**config.mk**
```make
export PLATFORM = sky130hd
export DESIGN_NAME = div_result_fix
export DESIGN_NICKNAME = d
export VERILOG_FILES = /design/src/source/div_pkg.sv /design/src/source/div_result_fix.sv
export VERILOG_INCLUDE_DIRS = /design/src /design/src/source
export SDC_FILE = /design/constraint.sdc
export NUM_CORES = 1
export LEC_CHECK = 0
export BUFFER_PORTS_ARGS = -buffer_cell sky130_fd_sc_hd__clkbuf_2
export CORE_UTILIZATION = 40
export DETAILED_ROUTE_END_ITERATION = 16
export GPL_TIMING_DRIVEN = 0
export PLACE_DENSITY = 0.8
export SKIP_CTS_REPAIR_TIMING = 1
export SYNTH_ARGS = -nofsm -noshare
export SYNTH_HDL_FRONTEND = slang
export SYNTH_SLANG_ARGS = --single-unit
export TNS_END_PERCENT = 5
```
**constraint.sdc**
```tcl
create_clock -name clk -period 1.1 [get_ports clk]
set_clock_uncertainty 0.15 [all_clocks]
set_input_delay 0.33 -clock clk [delete_from_list [all_inputs] [get_ports clk]]
set_output_delay 0.33 -clock clk [all_outputs]
set_load 0.005 [all_outputs]
```
**src/source/div_cfg.svh**
```systemverilog
`ifndef DIV_CFG_SVH
`define DIV_CFG_SVH

// operand width, one machine word
`define DIV_XLEN 32

// prep stage + one cell per quotient bit + result stage
`define DIV_LATENCY (`DIV_XLEN + 2)

`endif

```
**src/source/div_pkg.sv**
```systemverilog
`include "div_cfg.svh"

package div_pkg;

    typedef logic [`DIV_XLEN-1:0] xlen_t;    // one data word

    // request from the core
    typedef struct packed {
        xlen_t dividend;
        xlen_t divisor;
        logic  is_signed;                     // 0 for divu/remu
        logic  want_rem;                      // 0 selects the quotient
    } div_req_t;

    // per-operation tags, carried down the pipe
    typedef struct packed {
        logic  neg_quot;                      // operand signs differ
        logic  neg_rem;                       // dividend was negative
        logic  want_rem;
        logic  div_zero;
        xlen_t dividend_orig;                 // remainder result on /0
    } div_tag_t;

    // contents of one pipeline stage
    typedef struct packed {
        xlen_t    rem;                        // partial remainder
        xlen_t    shift;                      // dividend bits out, quotient bits in
        xlen_t    divisor;                    // absolute divisor
        div_tag_t tag;
    } div_stage_t;

endpackage

```
**src/source/div_result_fix.sv**
```systemverilog
module div_result_fix (
    input  logic                clk,
    input  logic                rstn,
    input  logic                arr_valid,
    input  div_pkg::div_stage_t arr_stage,
    output logic                out_valid,
    output div_pkg::xlen_t      out_data
);

    div_pkg::xlen_t quot;
    div_pkg::xlen_t rem;
    div_pkg::xlen_t result;

    always_comb begin
        if (arr_stage.tag.neg_quot) begin
            quot = -arr_stage.shift;
        end else begin
            quot = arr_stage.shift;
        end

        if (arr_stage.tag.neg_rem) begin
            rem = -arr_stage.rem;
        end else begin
            rem = arr_stage.rem;
        end

        // riscv divide by zero, same for signed and unsigned
        if (arr_stage.tag.div_zero) begin
            quot = '1;
            rem  = arr_stage.tag.dividend_orig;
        end

        result = arr_stage.tag.want_rem ? rem : quot;
    end

    always_ff @(posedge clk or negedge rstn) begin
        if (!rstn) begin
            out_valid <= 1'b0;
        end else begin
            out_valid <= arr_valid;
        end
    end

    always_ff @(posedge clk) begin
        if (arr_valid) begin
            out_data <= result;
        end
    end

endmodule

```
==> results.json <==
{
  "grt-ovfl-total": 0,
  "critPathBufInv": 2,
  "period_needed_ps": 2420,
  "maxSlewViolCount": 0,
  "cellPowerDensity_nw_per_um2": 855,
  "wire_per_inst_um": 19.8,
  "grt_pass1_wl_mm": 18.0,
  "yosys.area.top_type": "edfxtp_1",
  "die_h_um": 91.9,
  "postRouteAntennaNets": 0,
  "ios": 168,
  "cp_top_family": "simple AND/OR/NAND/NOR gates",
  "final_util": 0.588,
  "cp-end-kind": "register",
  "cp_common_cell": "buf_8",
  "layout-drive-gt1-share": 0.415,
  "arrival_ps": 2280,
  "dieArea_um2": 8440,
  "core.rowCount": 32,
  "fin_tns_setup_ps": -37110,
  "total_power_w": 0.00390,
  "synth_seq_cells": 33,
  "ys_types": 54,
  "cts_buffers": 5,
  "vias": 3936,
  "fin_ws_ps": -1320,
  "ys_warn_count": 0,
  "outcome": "finished with violations",
  "final_hold_viol_count": 0,
  "rsz0062_at_grt": "true",
  "slew_headroom": 0.506,
  "cp.required_ps": 960,
  "die_w_um": 91.9,
  "ys.flop_type": "edfxtp_1",
  "synth.cell_area_um2": 3230,
  "grt_pass1_vias": 3423,
  "peakVddDrop_mv": 0.513,
  "crit_fanout": 5,
  "critPathLaunchType": "input port",
  "synthCells": 386,
  "hp-class": "in2async",
  "vias_per_cell": 6.18,
  "mostFrequentLayoutCell": "clkbuf_2",
  "clk_pin_slew_ps": 70,
  "synth-edff-count": 32,
  "syn_avg_cell_area_um2": 8.37,
  "gp_congestion": 0.921,
  "drc": 0,
  "tightest_slew_ps": 740,
  "grt_use_total": 0.279,
  "pre_cts_ws_ps": -1750,
  "num-nets-final": 671,
  "initial_core_util": 0.416,
  "worstSetupPathType": "in2reg",
  "crit_cells": 7,
  "hpwl_mm": 9.01,
  "cap_violations": 0,
  "grt_max_degree": 34,
  "num_antenna_cells": 0,
  "crit_chain": "buf_8 -> or4_4 -> or3_4 -> buf_8 -> o41ai_4 -> xor2_1 -> a221oi_2",
  "dr.pass1.iters": 5,
  "area_growth_pct": 41.3,
  "clkSinkCount": 33,
  "cts_tree": "yes",
  "crit_slowest_cell": "or4_4",
  "antenna_found_initial": 0,
  "p_leak_nw": 1.90,
  "core_um2": 7770,
  "yosysSeqAreaShare": 0.305,
  "cpPeakStageDelay_ps": 580,
  "post-route-period-util": 2.20,
  "cts_root_buffer": "clkbuf_8",
  "async_reset_ff_frac": 0.0303,
  "layout_common_cells": "135 x clkbuf_2, 43 x nor2_1, 32 x edfxtp_1, 25 x xor2_1, 21 x nand2_1",
  "io_buffers": 133,
  "htree_levels": 2,
  "synthTopCellsByArea": "edfxtp_1 30%, xor2_1 6.8%, nor2_1 5.1%, xnor2_1 4.9%, o41ai_1 4.1%",
  "drt_iter0_drc": 397,
  "violations": "setup timing",
  "fillCellCount": 722,
  "fmax_mhz": 413,
  "synth_fp_nets": 523,
  "setup_viol": 65,
  "synth_top_area_frac": 0.297,
  "drt-total-wl_mm": 12.6,
  "clk_path_buf_depth": 2
}
synth_stat cells, types with 2 or more instances:
master    instances
o21ai_0          21
nor2b_1           2
nand4_1           6
nand3b_1          2
a32oi_1           5
nor2_1           44
a221oi_1          5
mux2i_1           8
o41ai_1          15
a211oi_1          6
and3_1            2
edfxtp_1         32
nand2_1          21
or3b_2            2
o32a_1            3
or3_1            15
xor2_1           25
o32ai_1           2
mux2_2            2
nor3_1            9
or4_4             2
nand3_1          12
or2_2             7
o31ai_1          12
nand2b_1          2
o22a_1            2
xnor2_1          18
o21a_1            2
buf_6             2
ha_1              2
a21oi_1          11
o31a_1            2
or4_1            13
nor4_1            9
a31oi_1           4
buf_1             3
o22ai_1           7
inv_1             9
clkbuf_1         25
flip-flops by register name, summed over array words and instances (netlist names):
name       count
out_data      32
out_valid      1
metal layers:
metal  vias up  global-route usage  part of all wire
li1       1797                   -                 -
met1      1838               0.372              0.42
met2       259               0.446              0.45
met3        42              0.0531             0.095
met4         0               0.105             0.031
met5         -                   0                 0
report_power, final:
group / total [W] / switching (W) / internal (W)
logic: 0.00134 / 0.000753 / 0.000590
registers: 0.00157 / 0.0000317 / 0.00154
clock network: 0.000987 / 0.000476 / 0.000511
kinds of logic after synthesis:
| group | synth area share |
|---|---|
| AND/OR/NAND/NOR | 0.245 |
| AO/OA/AOI/OAI | 0.242 |
| buffers and inverters | 0.0515 |
| XOR/XNOR | 0.117 |
| flip-flops | 0.305 |
| adder cells (fa/ha/maj) | 0.00774 |
| multiplexers | 0.0318 |
per-stage QoR:
step                hold WS (ps)  instances  cell area (um^2)
floorplan                   -116        386              3300
CTS                         -345        629              4180
global placement           -45.6        621              4090
detailed placement         -43.1        621              4090
finish                       191        637              4570
global route                 192        637              4570
area by class of cell:
class	count	area, um^2	area share
Sequential cell	33	986	0.216
Tap cell	102	128	0.0280
Timing Repair Buffer	146	837	0.183
Buffer	25	143	0.0312
Multi-Input combinational cell	314	2350	0.514
Inverter	9	36.3	0.00795
Clock buffer	8	90.1	0.0197
path summary, 6_finish.rpt:
| path | start | end |
|---|---|---|
| setup / recovery | arr_stage[75] | out_data[28] |
| hold / removal | rstn | out_valid |
| max in group asynchronous | rstn | out_valid |
| min in group clk | arr_stage[8] | out_data[8] |
(Power assumes the default switching activity.)
